===== src/logic/mult_consts.svh =====
// widths and counts for the booth multiplier, included by the package and the stage modules
`ifndef MULT_CONSTS_SVH
`define MULT_CONSTS_SVH

// operand widths before zero extension
`define MULT_A_WIDTH 53
`define MULT_B_WIDTH 27

// radix-4 recoding of the 28-bit extended multiplier
`define MULT_NUM_DIGITS 14

// one row per digit plus a row for the last negate correction
`define MULT_NUM_ROWS 15

// partial product row width
`define MULT_ROW_WIDTH 82

// carry-save output word width
`define MULT_PAIR_WIDTH 84

// final product width
`define MULT_PROD_WIDTH 80

// decode, compress, add
`define MULT_LATENCY 3

`endif


===== src/logic/mult_pkg.sv =====
// shared vector types and packed structs for the multiplier pipeline, referenced by scoped name
`include "mult_consts.svh"

package mult_pkg;

  // ==========================================================================
  // plain vectors
  // ==========================================================================

  // multiplicand as it arrives
  typedef logic [`MULT_A_WIDTH-1:0] a_t;

  // multiplier as it arrives
  typedef logic [`MULT_B_WIDTH-1:0] b_t;

  // one selected partial product
  // one bit wider than a, room for 2A
  typedef logic [`MULT_A_WIDTH:0] pp_t;

  // one offset row into the tree
  typedef logic [`MULT_ROW_WIDTH-1:0] row_t;

  // half of the carry-save result
  typedef logic [`MULT_PAIR_WIDTH-1:0] pair_word_t;

  // resolved product
  typedef logic [`MULT_PROD_WIDTH-1:0] prod_t;

  // ==========================================================================
  // grouped payloads
  // ==========================================================================

  // operand pair entering the decode stage
  typedef struct packed {
    a_t a;
    b_t b;
  } mult_req_t;

  // all rows between decode and tree
  typedef struct packed {
    row_t [`MULT_NUM_ROWS-1:0] row;
  } pp_rows_t;

  // redundant result, sum + carry gives the product
  typedef struct packed {
    pair_word_t sum;
    pair_word_t carry;
  } csa_pair_t;

endpackage


===== src/logic/booth_digit_sel.sv =====
// recodes one radix-4 booth digit and selects the partial product, instantiated per digit by booth_decode
`timescale 1ns/1ps
`include "mult_consts.svh"

module booth_digit_sel (
  input  mult_pkg::pp_t multiplicand,
  input  logic [2:0]    code,
  output mult_pkg::pp_t product,
  output logic [1:0]    h,
  output logic          sn
);

  // magnitude before the sign is applied
  mult_pkg::pp_t sel;
  // digit is negative
  logic neg;

  always_comb begin
    sel = '0;
    neg = 1'b0;
    case (code)
      // +A
      3'b001, 3'b010: begin
        sel = multiplicand;
      end
      // +2A
      3'b011: begin
        sel = {multiplicand[`MULT_A_WIDTH-1:0], 1'b0};
      end
      // -2A
      3'b100: begin
        sel = {multiplicand[`MULT_A_WIDTH-1:0], 1'b0};
        neg = 1'b1;
      end
      // -A
      3'b101, 3'b110: begin
        sel = multiplicand;
        neg = 1'b1;
      end
      // 000 and 111 select zero
      default: begin
        sel = '0;
        neg = 1'b0;
      end
    endcase
  end

  // one's complement here
  // the +1 rides on the next row as h
  assign product = neg ? ~sel : sel;
  assign h       = {1'b0, neg};

  // inverted sign for sign-extension prevention
  // 2A can fill the top bit, so the sign comes from the digit
  assign sn = ~neg;

endmodule


===== src/logic/booth_decode.sv =====
// decode stage, recodes the multiplier and registers the 15 offset partial product rows
`timescale 1ns/1ps
`include "mult_consts.svh"

module booth_decode (
  input  logic                clk,
  input  logic                rst_n,
  input  logic                in_vld,
  input  mult_pkg::mult_req_t in_req,
  output mult_pkg::pp_rows_t  rows,
  output logic                rows_vld
);

  // ==========================================================================
  // operand extension
  // ==========================================================================

  // both operands unsigned
  // one zero bit on top keeps them positive
  mult_pkg::pp_t                  multiplicand;
  logic [`MULT_B_WIDTH:0]         mult_src;
  // recoding window source
  // implicit bit -1 at the bottom
  logic [`MULT_B_WIDTH+1:0]       code_src;

  mult_pkg::pp_t                  pp [`MULT_NUM_DIGITS];
  logic [1:0]                     h  [`MULT_NUM_DIGITS];
  logic [`MULT_NUM_DIGITS-1:0]    sn;
  mult_pkg::pp_rows_t             rows_d;

  assign multiplicand = {1'b0, in_req.a};
  assign mult_src     = {1'b0, in_req.b};
  assign code_src     = {mult_src, 1'b0};

  // ==========================================================================
  // digit select and row build
  // ==========================================================================

  for (genvar i = 0; i < `MULT_NUM_DIGITS; i++) begin : g_digit
    // digit i looks at multiplier bits 2i+1 .. 2i-1
    booth_digit_sel u_sel (
      .multiplicand (multiplicand),
      .code         (code_src[2*i+2:2*i]),
      .product      (pp[i]),
      .h            (h[i]),
      .sn           (sn[i])
    );

    if (i == 0) begin : g_first
      // first row carries the full sign-extension prefix
      assign rows_d.row[0] = mult_pkg::row_t'({sn[0], ~sn[0], ~sn[0], pp[0]});
    end else begin : g_rest
      // h of the previous digit fills the two low slots
      // product lands at weight 2i
      assign rows_d.row[i] =
        mult_pkg::row_t'({1'b1, sn[i], pp[i], h[i-1]}) << (2 * (i - 1));
    end
  end

  // last correction has no digit of its own
  assign rows_d.row[`MULT_NUM_ROWS-1] =
    mult_pkg::row_t'(h[`MULT_NUM_DIGITS-1]) << (2 * (`MULT_NUM_DIGITS - 1));

  // ==========================================================================
  // stage register
  // ==========================================================================

  always_ff @(posedge clk) begin
    if (!rst_n) begin
      rows_vld <= 1'b0;
    end else begin
      rows_vld <= in_vld;
    end
  end

  // payload only moves with a strobe
  always_ff @(posedge clk) begin
    if (in_vld) begin
      rows <= rows_d;
    end
  end

endmodule


===== src/logic/compressor_4to2.sv =====
// width-generic 4:2 carry-save compressor, used at every level of the csa tree
`timescale 1ns/1ps

module compressor_4to2 #(
  parameter int WIDTH = 82
) (
  input  logic [WIDTH-1:0] in0,
  input  logic [WIDTH-1:0] in1,
  input  logic [WIDTH-1:0] in2,
  input  logic [WIDTH-1:0] in3,
  output logic [WIDTH-1:0] sum,
  output logic [WIDTH-1:0] carry
);

  // majority of the first three inputs
  logic [WIDTH-1:0] cout;
  // parity of all four inputs
  logic [WIDTH-1:0] par;
  // internal carry moved up one column
  // top bit falls off
  logic [WIDTH-1:0] cin;

  assign cout = (in0 & in1) | (in1 & in2) | (in0 & in2);
  assign par  = in0 ^ in1 ^ in2 ^ in3;
  assign cin  = {cout[WIDTH-2:0], 1'b0};

  assign sum = par ^ cin;

  // carry select on parity
  // odd picks the incoming carry, even picks in3
  assign carry = (par & cin) | (~par & in3);

  // carry output has weight 2
  // caller shifts it before the next level

endmodule


===== src/logic/csa_tree.sv =====
// execute stage, compresses the 15 rows to a registered 84-bit carry-save pair
`timescale 1ns/1ps
`include "mult_consts.svh"

module csa_tree (
  input  logic                clk,
  input  logic                rst_n,
  input  mult_pkg::pp_rows_t  rows,
  input  logic                rows_vld,
  output mult_pkg::csa_pair_t pair,
  output logic                pair_vld
);

  // level 1 results, slot 3 from the inline 3:2
  mult_pkg::row_t s0 [4];
  mult_pkg::row_t c0 [4];
  // level 2 results
  mult_pkg::row_t s1 [2];
  mult_pkg::row_t c1 [2];
  // level 3 works one bit wider
  logic [`MULT_ROW_WIDTH:0] p2 [4];
  logic [`MULT_ROW_WIDTH:0] s2;
  logic [`MULT_ROW_WIDTH:0] c2;
  mult_pkg::csa_pair_t      pair_d;

  // ==========================================================================
  // level 1, 15 rows to 8
  // ==========================================================================

  for (genvar g = 0; g < 3; g++) begin : g_lvl1
    compressor_4to2 #(.WIDTH(`MULT_ROW_WIDTH)) u_cmp (
      .in0   (rows.row[4*g]),
      .in1   (rows.row[4*g+1]),
      .in2   (rows.row[4*g+2]),
      .in3   (rows.row[4*g+3]),
      .sum   (s0[g]),
      .carry (c0[g])
    );
  end

  // rows 12..14 through a plain full adder
  assign s0[3] = rows.row[12] ^ rows.row[13] ^ rows.row[14];
  assign c0[3] = (rows.row[12] & rows.row[13]) |
                 (rows.row[12] & rows.row[14]) |
                 (rows.row[13] & rows.row[14]);

  // ==========================================================================
  // level 2, 8 to 4
  // ==========================================================================

  for (genvar g = 0; g < 2; g++) begin : g_lvl2
    // carries shifted into their weight
    compressor_4to2 #(.WIDTH(`MULT_ROW_WIDTH)) u_cmp (
      .in0   (s0[2*g]),
      .in1   ({c0[2*g][`MULT_ROW_WIDTH-2:0], 1'b0}),
      .in2   (s0[2*g+1]),
      .in3   ({c0[2*g+1][`MULT_ROW_WIDTH-2:0], 1'b0}),
      .sum   (s1[g]),
      .carry (c1[g])
    );
  end

  // ==========================================================================
  // level 3, 4 to 2 at 83 bits
  // ==========================================================================

  // sums sign-extended, carries shifted up with no loss
  assign p2[0] = {s1[0][`MULT_ROW_WIDTH-1], s1[0]};
  assign p2[1] = {c1[0], 1'b0};
  assign p2[2] = {s1[1][`MULT_ROW_WIDTH-1], s1[1]};
  assign p2[3] = {c1[1], 1'b0};

  compressor_4to2 #(.WIDTH(`MULT_ROW_WIDTH + 1)) u_lvl3 (
    .in0   (p2[0]),
    .in1   (p2[1]),
    .in2   (p2[2]),
    .in3   (p2[3]),
    .sum   (s2),
    .carry (c2)
  );

  // widen to the 84-bit pair
  assign pair_d.sum   = {s2[`MULT_ROW_WIDTH], s2};
  assign pair_d.carry = {c2, 1'b0};

  // stage register
  always_ff @(posedge clk) begin
    if (!rst_n) begin
      pair_vld <= 1'b0;
    end else begin
      pair_vld <= rows_vld;
    end
  end

  always_ff @(posedge clk) begin
    if (rows_vld) begin
      pair <= pair_d;
    end
  end

endmodule


===== src/logic/product_adder.sv =====
// result stage, resolves the carry-save pair into the product and forwards the pair
`timescale 1ns/1ps
`include "mult_consts.svh"

module product_adder (
  input  logic                clk,
  input  logic                rst_n,
  input  mult_pkg::csa_pair_t pair,
  input  logic                pair_vld,
  output logic                out_vld,
  output mult_pkg::csa_pair_t out_pair,
  output mult_pkg::prod_t     out_prod
);

  // full-width add
  // wraps modulo 2^84
  mult_pkg::pair_word_t total;

  assign total = pair.sum + pair.carry;

  always_ff @(posedge clk) begin
    if (!rst_n) begin
      out_vld <= 1'b0;
    end else begin
      out_vld <= pair_vld;
    end
  end

  // upper bits of total are zero for a valid pair
  always_ff @(posedge clk) begin
    if (pair_vld) begin
      out_prod <= total[`MULT_PROD_WIDTH-1:0];
      // pair kept for a downstream fused add
      out_pair <= pair;
    end
  end

endmodule


===== src/logic/mult_53x27_top.sv =====
// top level of the three-stage 53x27 booth multiplier, wires decode, tree and adder
`timescale 1ns/1ps

module mult_53x27_top (
  input  logic                clk,
  input  logic                rst_n,
  input  logic                in_vld,
  input  mult_pkg::mult_req_t in_req,
  output logic                out_vld,
  output mult_pkg::csa_pair_t out_pair,
  output mult_pkg::prod_t     out_prod
);

  // ==========================================================================
  // stage links
  // ==========================================================================

  // decode to tree
  mult_pkg::pp_rows_t  rows;
  logic                rows_vld;
  // tree to adder
  mult_pkg::csa_pair_t pair;
  logic                pair_vld;

  // stage 1
  // booth recode and row build
  booth_decode u_decode (
    .clk      (clk),
    .rst_n    (rst_n),
    .in_vld   (in_vld),
    .in_req   (in_req),
    .rows     (rows),
    .rows_vld (rows_vld)
  );

  // stage 2
  // 15 rows down to a carry-save pair
  csa_tree u_tree (
    .clk      (clk),
    .rst_n    (rst_n),
    .rows     (rows),
    .rows_vld (rows_vld),
    .pair     (pair),
    .pair_vld (pair_vld)
  );

  // stage 3
  // final add, pair forwarded alongside
  product_adder u_adder (
    .clk      (clk),
    .rst_n    (rst_n),
    .pair     (pair),
    .pair_vld (pair_vld),
    .out_vld  (out_vld),
    .out_pair (out_pair),
    .out_prod (out_prod)
  );

endmodule


===== config.mk =====
export PLATFORM = sky130hd
export DESIGN_NAME = mult_53x27_top
export DESIGN_NICKNAME = d
export VERILOG_FILES = /design/src/logic/mult_pkg.sv /design/src/logic/booth_digit_sel.sv /design/src/logic/booth_decode.sv /design/src/logic/compressor_4to2.sv /design/src/logic/csa_tree.sv /design/src/logic/product_adder.sv /design/src/logic/mult_53x27_top.sv
export VERILOG_INCLUDE_DIRS = /design/src /design/src/logic
export SDC_FILE = /design/constraint.sdc
export NUM_CORES = 2
export LEC_CHECK = 0
export ABC_CLOCK_PERIOD_IN_PS = 6590
export BUFFER_PORTS_ARGS = -buffer_cell sky130_fd_sc_hd__buf_2
export CAP_MARGIN = 20
export CORE_ASPECT_RATIO = 1.1
export CORE_UTILIZATION = 35
export CTS_CLUSTER_SIZE = 25
export DETAILED_ROUTE_END_ITERATION = 6
export REMOVE_ABC_BUFFERS = 1
export SLEW_MARGIN = 10
export SYNTH_ARGS = -nofsm -noshare
export SYNTH_HDL_FRONTEND = slang
export SYNTH_SLANG_ARGS = --single-unit

===== constraint.sdc =====
create_clock -name clk -period 6.59 [get_ports clk]
set_input_delay 0.3295 -clock clk [delete_from_list [all_inputs] [get_ports clk]]
set_output_delay 0.3295 -clock clk [all_outputs]
set_load 0.02 [all_outputs]

* Word-level counts from Yosys, hierarchy flattened *
Cells that the tools add are included.

word-level totals
  bits in registers = 1199
  input port bits = 83
  output and inout port bits = 249
  word-level logic and storage cells = 286

operators by class
  add/sub/neg operators = 1
  equal/unequal tests = 78
  muxes and demuxes = 40
  bitwise operators = 106
  reductions and logical operators = 39

operators by type and width
  operator                                    number
  one-hot mux 54 bit (2 select lines)         14
  two-way mux 54 bit                          13
  NOT 54 bit                                  13
  bitwise AND 82 bit                          7
  bitwise OR 81 bit                           7
  bitwise XOR 82 bit                          6
  bitwise XOR 83 bit                          4
  bitwise OR 82 bit                           4
  bitwise AND 81 bit                          4
  bitwise AND 83 bit                          2
  NOT 82 bit                                  2
  bitwise AND 62 x 81 -> 81 bit               2
  bitwise AND 78 x 81 -> 81 bit               2
  equality test 3 bit, second input constant  36
  NOT 83 bit                                  1
  bitwise OR 83 bit                           1
  bitwise XOR 62 x 82 -> 82 bit               1
  bitwise XOR 78 x 82 -> 82 bit               1
  bitwise XOR 80 x 82 -> 82 bit               1
  bitwise AND 70 x 81 -> 81 bit               1
  bitwise AND 80 x 81 -> 81 bit               1
  bitwise AND 81 x 62 -> 81 bit               1
  bitwise AND 81 x 70 -> 81 bit               1
  bitwise AND 81 x 78 -> 81 bit               1
  other kinds (40)                            138

* Longest topological paths before layout *
  depth after elaboration = 18
  depth in mapped cells = 12
  gate-level depth less buffers = 12

* By module *
A second synthesis with hierarchy kept.

unflattened totals
  cells, all modules = 12305
  area total of the unflattened synthesis = 114701.3 µm²

modules (own cells, without submodules)
  module                                        instances  cells an instance  area an instance (µm²)
  booth_digit_sel                               14         387                2557.5
  booth_decode                                  1          1235               27266.2
  compressor_4to2 (u_tree.g_lvl1[0].u_cmp ...)  5          731                5408.9
  product_adder                                 1          1004               12435.7
  csa_tree                                      1          253                6675.2
  compressor_4to2 (u_tree.u_lvl3)               1          740                5475.3

* Least setup slack after synthesis *
Ideal clock, no wire load.

  kind = reg-to-reg
  start = register u_tree.pair_vld
  end = register u_adder.out_pair[100] (netlist name)
  arrival = 5.368 ns
  slack = 0.607 ns
  stages on the path, launching flop included = 1
  path buffers = 0
  clock period less this slack = 5.983 ns
  path through = dfxtp_1

RTL lines
  item                      line            text
  start: declaration        csa_tree.sv:11  output logic pair_vld
  start signal: assignment  csa_tree.sv:91  pair_vld <= rows_vld;

No word-level cell between the ends.

* Worst setup path after layout *
  start = register u_tree.pair[54] (netlist name)
  end = register u_adder.out_prod[77] (data pin)

on the way
  word-level cells in the longest chain between the ends = 1

RTL lines
  item                    line                 text
  adder 80 bit            product_adder.sv:19  assign total = pair.sum + pair.carry;
  via u_adder.total[77]   product_adder.sv:17  mult_pkg::pair_word_t total;
  end signal: assignment  product_adder.sv:32  out_prod <= total[`MULT_PROD_WIDTH-1:0];
  end: declaration        product_adder.sv:12  output mult_pkg::prod_t out_prod

The timed path passes the listed nets, and every way through them passes these cells.
A chain may end at the register's enable or synchronous reset.

==> flow_results.org <==
** Synthesis
- Number of flops mapped to enable cells by yosys :: 1172
- Synthesis produced a netlist whose cell count is 5522.
- The top cell type by area accounts for 49.1% of the synthesized area.
- Per-instance average area after synthesis :: 13.0 sq um
- Biggest area contributors in the synthesized netlist :: sky130_fd_sc_hd__edfxtp_1 (49%), sky130_fd_sc_hd__xnor2_1 (15%), sky130_fd_sc_hd__fa_1 (8.9%)
- The mapped netlist covers 71700 sq um.
- Most numerous cell in the Yosys netlist :: sky130_fd_sc_hd__xnor2_1
- The largest total area in the synthesized netlist belongs to sky130_fd_sc_hd__edfxtp_1.
- Counting distinct cell types in the post-synthesis netlist gives 72.
- For this run, the number of Yosys warnings is 0.
- After synthesis, flip-flops and latches occupy 49.2% of the total area.
- Synthesis inferred 1175 register bits.
- Counting instances in the post-synthesis netlist gives the leading cell types as sky130_fd_sc_hd__xnor2_1 (1196), sky130_fd_sc_hd__edfxtp_1 (1172), sky130_fd_sc_hd__a22oi_1 (677).
- Among all flip-flop cells after synthesis, the most frequent one is sky130_fd_sc_hd__edfxtp_1.
- After synthesis, the share of flip-flops with an asynchronous set or reset is 0%.

** Clock tree
- TritonCTS built the clock tree.
- The clock passes through at most 3 buffers.
- The number of gates resized after CTS was 0.
- Post-CTS repair timing setup buffer count :: 0
- After clock tree synthesis, the clock-pin slew on the worst setup and hold paths is 0.06 ns.
- Sink Count :: 1175
- The H-tree was split into 4 levels.
- Source-to-sink clock delay at the later pin of the worst-skew pair :: 0.79 ns
- Clock Root Buffer :: sky130_fd_sc_hd__clkbuf_16
- In this run, CTS created clock tree buffers numbering 131.
- CTS Hold Bufs :: 6

** Cells and area
- Fill cells in the final layout number 18900.
- The final layout contains 6261 nets.
- Relative to the synthesized area, the layout overhead comes to 11.3%.
- Of the cells placed in the final design, the portion with a size suffix greater than 1 is 10.8%.

** Floorplanning
- Floorplan core area :: 203000 sq um
- During I/O placement, the number of pins put on the boundary was 332.
- In this run the horizontal extent of the chip is 433 um.
- For this configuration, the core starts out at a cell density of 35.3%.
- The floorplan step set the die height to 477 um.
- The floorplan step defined a die boundary enclosing 207000 sq um.
- After floorplanning, the core was divided into 173 placement rows.

** Power and ir drop
- Across the VDD grid, the largest voltage drop is 0.492 mV.
- Total Power :: 50.8 mW
- The analysis attributes to cell leakage a power of 27.2 nW.
- Power spread over the standard cell area amounts to 636 nW/um^2.

** STA
- Period Utilization, post-route :: 61.8%
- Count of final max-slew check failures :: 0
- After layout, the minimum clock period comes to 4.08 ns.
- Finish-stage setup viols :: 0
- Final hold violations :: 0
- Across the routed clock network, the largest skew measured is 0.0345 ns.
- Setup TNS :: 0 ns
- In this run the tightest slew margin relative to its limit is 12.6%.
- Measured slew at the worst slew-check pin :: 1.30 ns
- Setup repair after global routing left no endpoint under its margin.
- Peak Freq :: 245 MHz

** Setup path
- Crit path capture type :: flip-flop
- Startpoint kind of the worst setup timing path :: flip-flop
- Along the worst path, the maximum fanout reaches 8.
- WP data arrival :: 4.57 ns
- Critical path data required time :: 7.08 ns
- Kind of critical path :: reg -> reg

** GRT
- Number of antenna violations at the first check in global routing :: 24
- Global Route Usage Sum :: 20.9%
- The total overflow left after global routing is 0.
- The number of global-route vias before repair came to 46900.
- The first global-routing pass estimated 317000 um of wire.
- Entering global routing, the biggest net connects 161 pins.

** Run status
- The flow ran to the end, but the final reports show violations.
- The checks that failed: design-rule violations.

** Routing
- For this block, the via count after detailed routing is 46200.
- Dividing the detail-routed via count by the number of cells gives 5.49.
- For this block, the routed nets add up to 221000 um of wire.
- DRC Markers :: 1
- Pre-antenna DRT Iters :: 7
- Routed signal wires occupy layers up through met5.
- After the first detailed-routing iteration, the DRC count stood at 4506.
- Wire segments on met3 add up to 15500 um in the final route.
- Once detail routing completed, the nets flagged for antenna violations numbered 0.
- WL met2 :: 108000 um
- In the final routing, the length of wire on met1 measures 85100 um.
- Routed wirelength normalized by instance count :: 26.2 um

** Place
- Number of port buffers :: 321
- Detailed placement HPWL :: 141000 um
- At the end of routability-driven placement, the weighted congestion stood at 0.930.

** Min path
- Worst min-delay path category :: in -> reg

** Flow run
- Max-cap violations in this run came to 0.
==> logic make-up (layout without fill, tap and decap cells) <==
family,Yosys count,after routing,synth area share [%]
mux,47,47,0.677
buf+inv,570,739,3.11
compound gates,1150,1150,11.4
simple gates,436,436,2.64
xor+xnor,1351,1351,16.5
fa+ha+maj,791,791,16.4
other cells,2,17,0.0105
flops,1175,1175,49.2
==> per-stage QoR <==
stage               area, sq um  setup WS (ns)  cells  hold slack (ns)  util, %
finish                    79800           2.51   8418           0.0837     39.3
global route              79800           2.29   8415           0.0709     39.3
CTS                       79800           2.56   8411          0.00905     39.3
detailed placement        75600           2.57   8171            0.412     37.3
global placement          75500           2.06   8166            0.405     37.2
floorplan                 70000          0.607   5096            0.400        -
==> power breakdown <==
group	internal (mW)	switching [mW]	total [mW]	leakage, nW
Clock	4.05	3.19	7.24	2.01
Combinational	13.6	17.0	30.6	14.0
Sequential	12.0	0.832	12.9	11.2
==> cell type report <==
type                    instances  area, sq um  area share (%)
repair buffers                369         2030            2.55
inverters                     136          514           0.644
diodes                          7         17.5          0.0220
flip-flops and latches       1175        35300            44.2
clock inverters                76          612           0.767
well taps                    2712         3390            4.25
multi-input cells            3785        34400            43.2
clock buffers                 158         3520            4.41
==> cells in the final DEF (no fill, tap or decap), types with 16 or more instances in the layout <==
cell type | netlist | final
sky130_fd_sc_hd__xor2_1 | 155 | 155
sky130_fd_sc_hd__a22o_1 | 34 | 34
sky130_fd_sc_hd__fa_1 | 320 | 320
sky130_fd_sc_hd__clkinv_1 | 0 | 29
sky130_fd_sc_hd__a21oi_1 | 84 | 84
sky130_fd_sc_hd__ha_1 | 260 | 246
sky130_fd_sc_hd__nor2_1 | 102 | 101
sky130_fd_sc_hd__clkinv_2 | 0 | 26
sky130_fd_sc_hd__a21o_1 | 83 | 83
sky130_fd_sc_hd__clkbuf_16 | 0 | 137
sky130_fd_sc_hd__o21ai_0 | 157 | 157
sky130_fd_sc_hd__nand4_1 | 22 | 22
sky130_fd_sc_hd__clkbuf_1 | 275 | 20
sky130_fd_sc_hd__o31ai_1 | 18 | 16
sky130_fd_sc_hd__a22oi_1 | 677 | 677
sky130_fd_sc_hd__maj3_1 | 211 | 211
sky130_fd_sc_hd__nand2_1 | 219 | 219
sky130_fd_sc_hd__nand3_1 | 37 | 37
sky130_fd_sc_hd__buf_4 | 17 | 34
sky130_fd_sc_hd__mux2i_1 | 35 | 35
sky130_fd_sc_hd__xnor2_1 | 1196 | 1196
sky130_fd_sc_hd__inv_1 | 124 | 124
sky130_fd_sc_hd__edfxtp_1 | 1172 | 1172
sky130_fd_sc_hd__buf_2 | 16 | 324
==> critical path: stages, from the launching register on <==
cell                        delay, ns
sky130_fd_sc_hd__edfxtp_1        0.41
sky130_fd_sc_hd__ha_1            0.46
sky130_fd_sc_hd__a21o_1          0.21
sky130_fd_sc_hd__a21o_1          0.18
sky130_fd_sc_hd__a21oi_1         0.69
sky130_fd_sc_hd__o211ai_1        0.26
sky130_fd_sc_hd__a2111oi_4       0.77
sky130_fd_sc_hd__nor4_1          0.13
sky130_fd_sc_hd__nor2_1          0.29
sky130_fd_sc_hd__mux2i_1         0.25
sky130_fd_sc_hd__o2111ai_1       0.15
==> state kept, by name, indices dropped and copies added (netlist names) <==
| signal | count |
|---|---|
| u_adder.out_pair | 152 |
| u_adder.out_prod | 80 |
| u_adder.out_vld | 1 |
| u_decode.rows | 782 |
| u_decode.rows_vld | 1 |
| u_tree.pair | 158 |
| u_tree.pair_vld | 1 |
==> per-layer routing <==
metal | track usage, % | vias up
met5 | 0 | -
met4 | 11.6 | 14
met3 | 3.25 | 497
met2 | 35.1 | 2125
met1 | 25.5 | 23500
li1 | - | 20100
==> worst paths after layout <==
kind                            slack [ns]              endpoint       startpoint  depth (start not counted)
worst max-delay path                  2.51  u_adder.out_prod[77]  u_tree.pair[54]                         10
worst min-delay path                  0.08    u_decode.rows[474]       in_req[11]                          2
worst max register to register        2.51  u_adder.out_prod[77]  u_tree.pair[54]                         10
worst min register to register        0.42   u_adder.out_prod[5]  u_tree.pair[89]                          0
(Power assumes the default switching activity.)
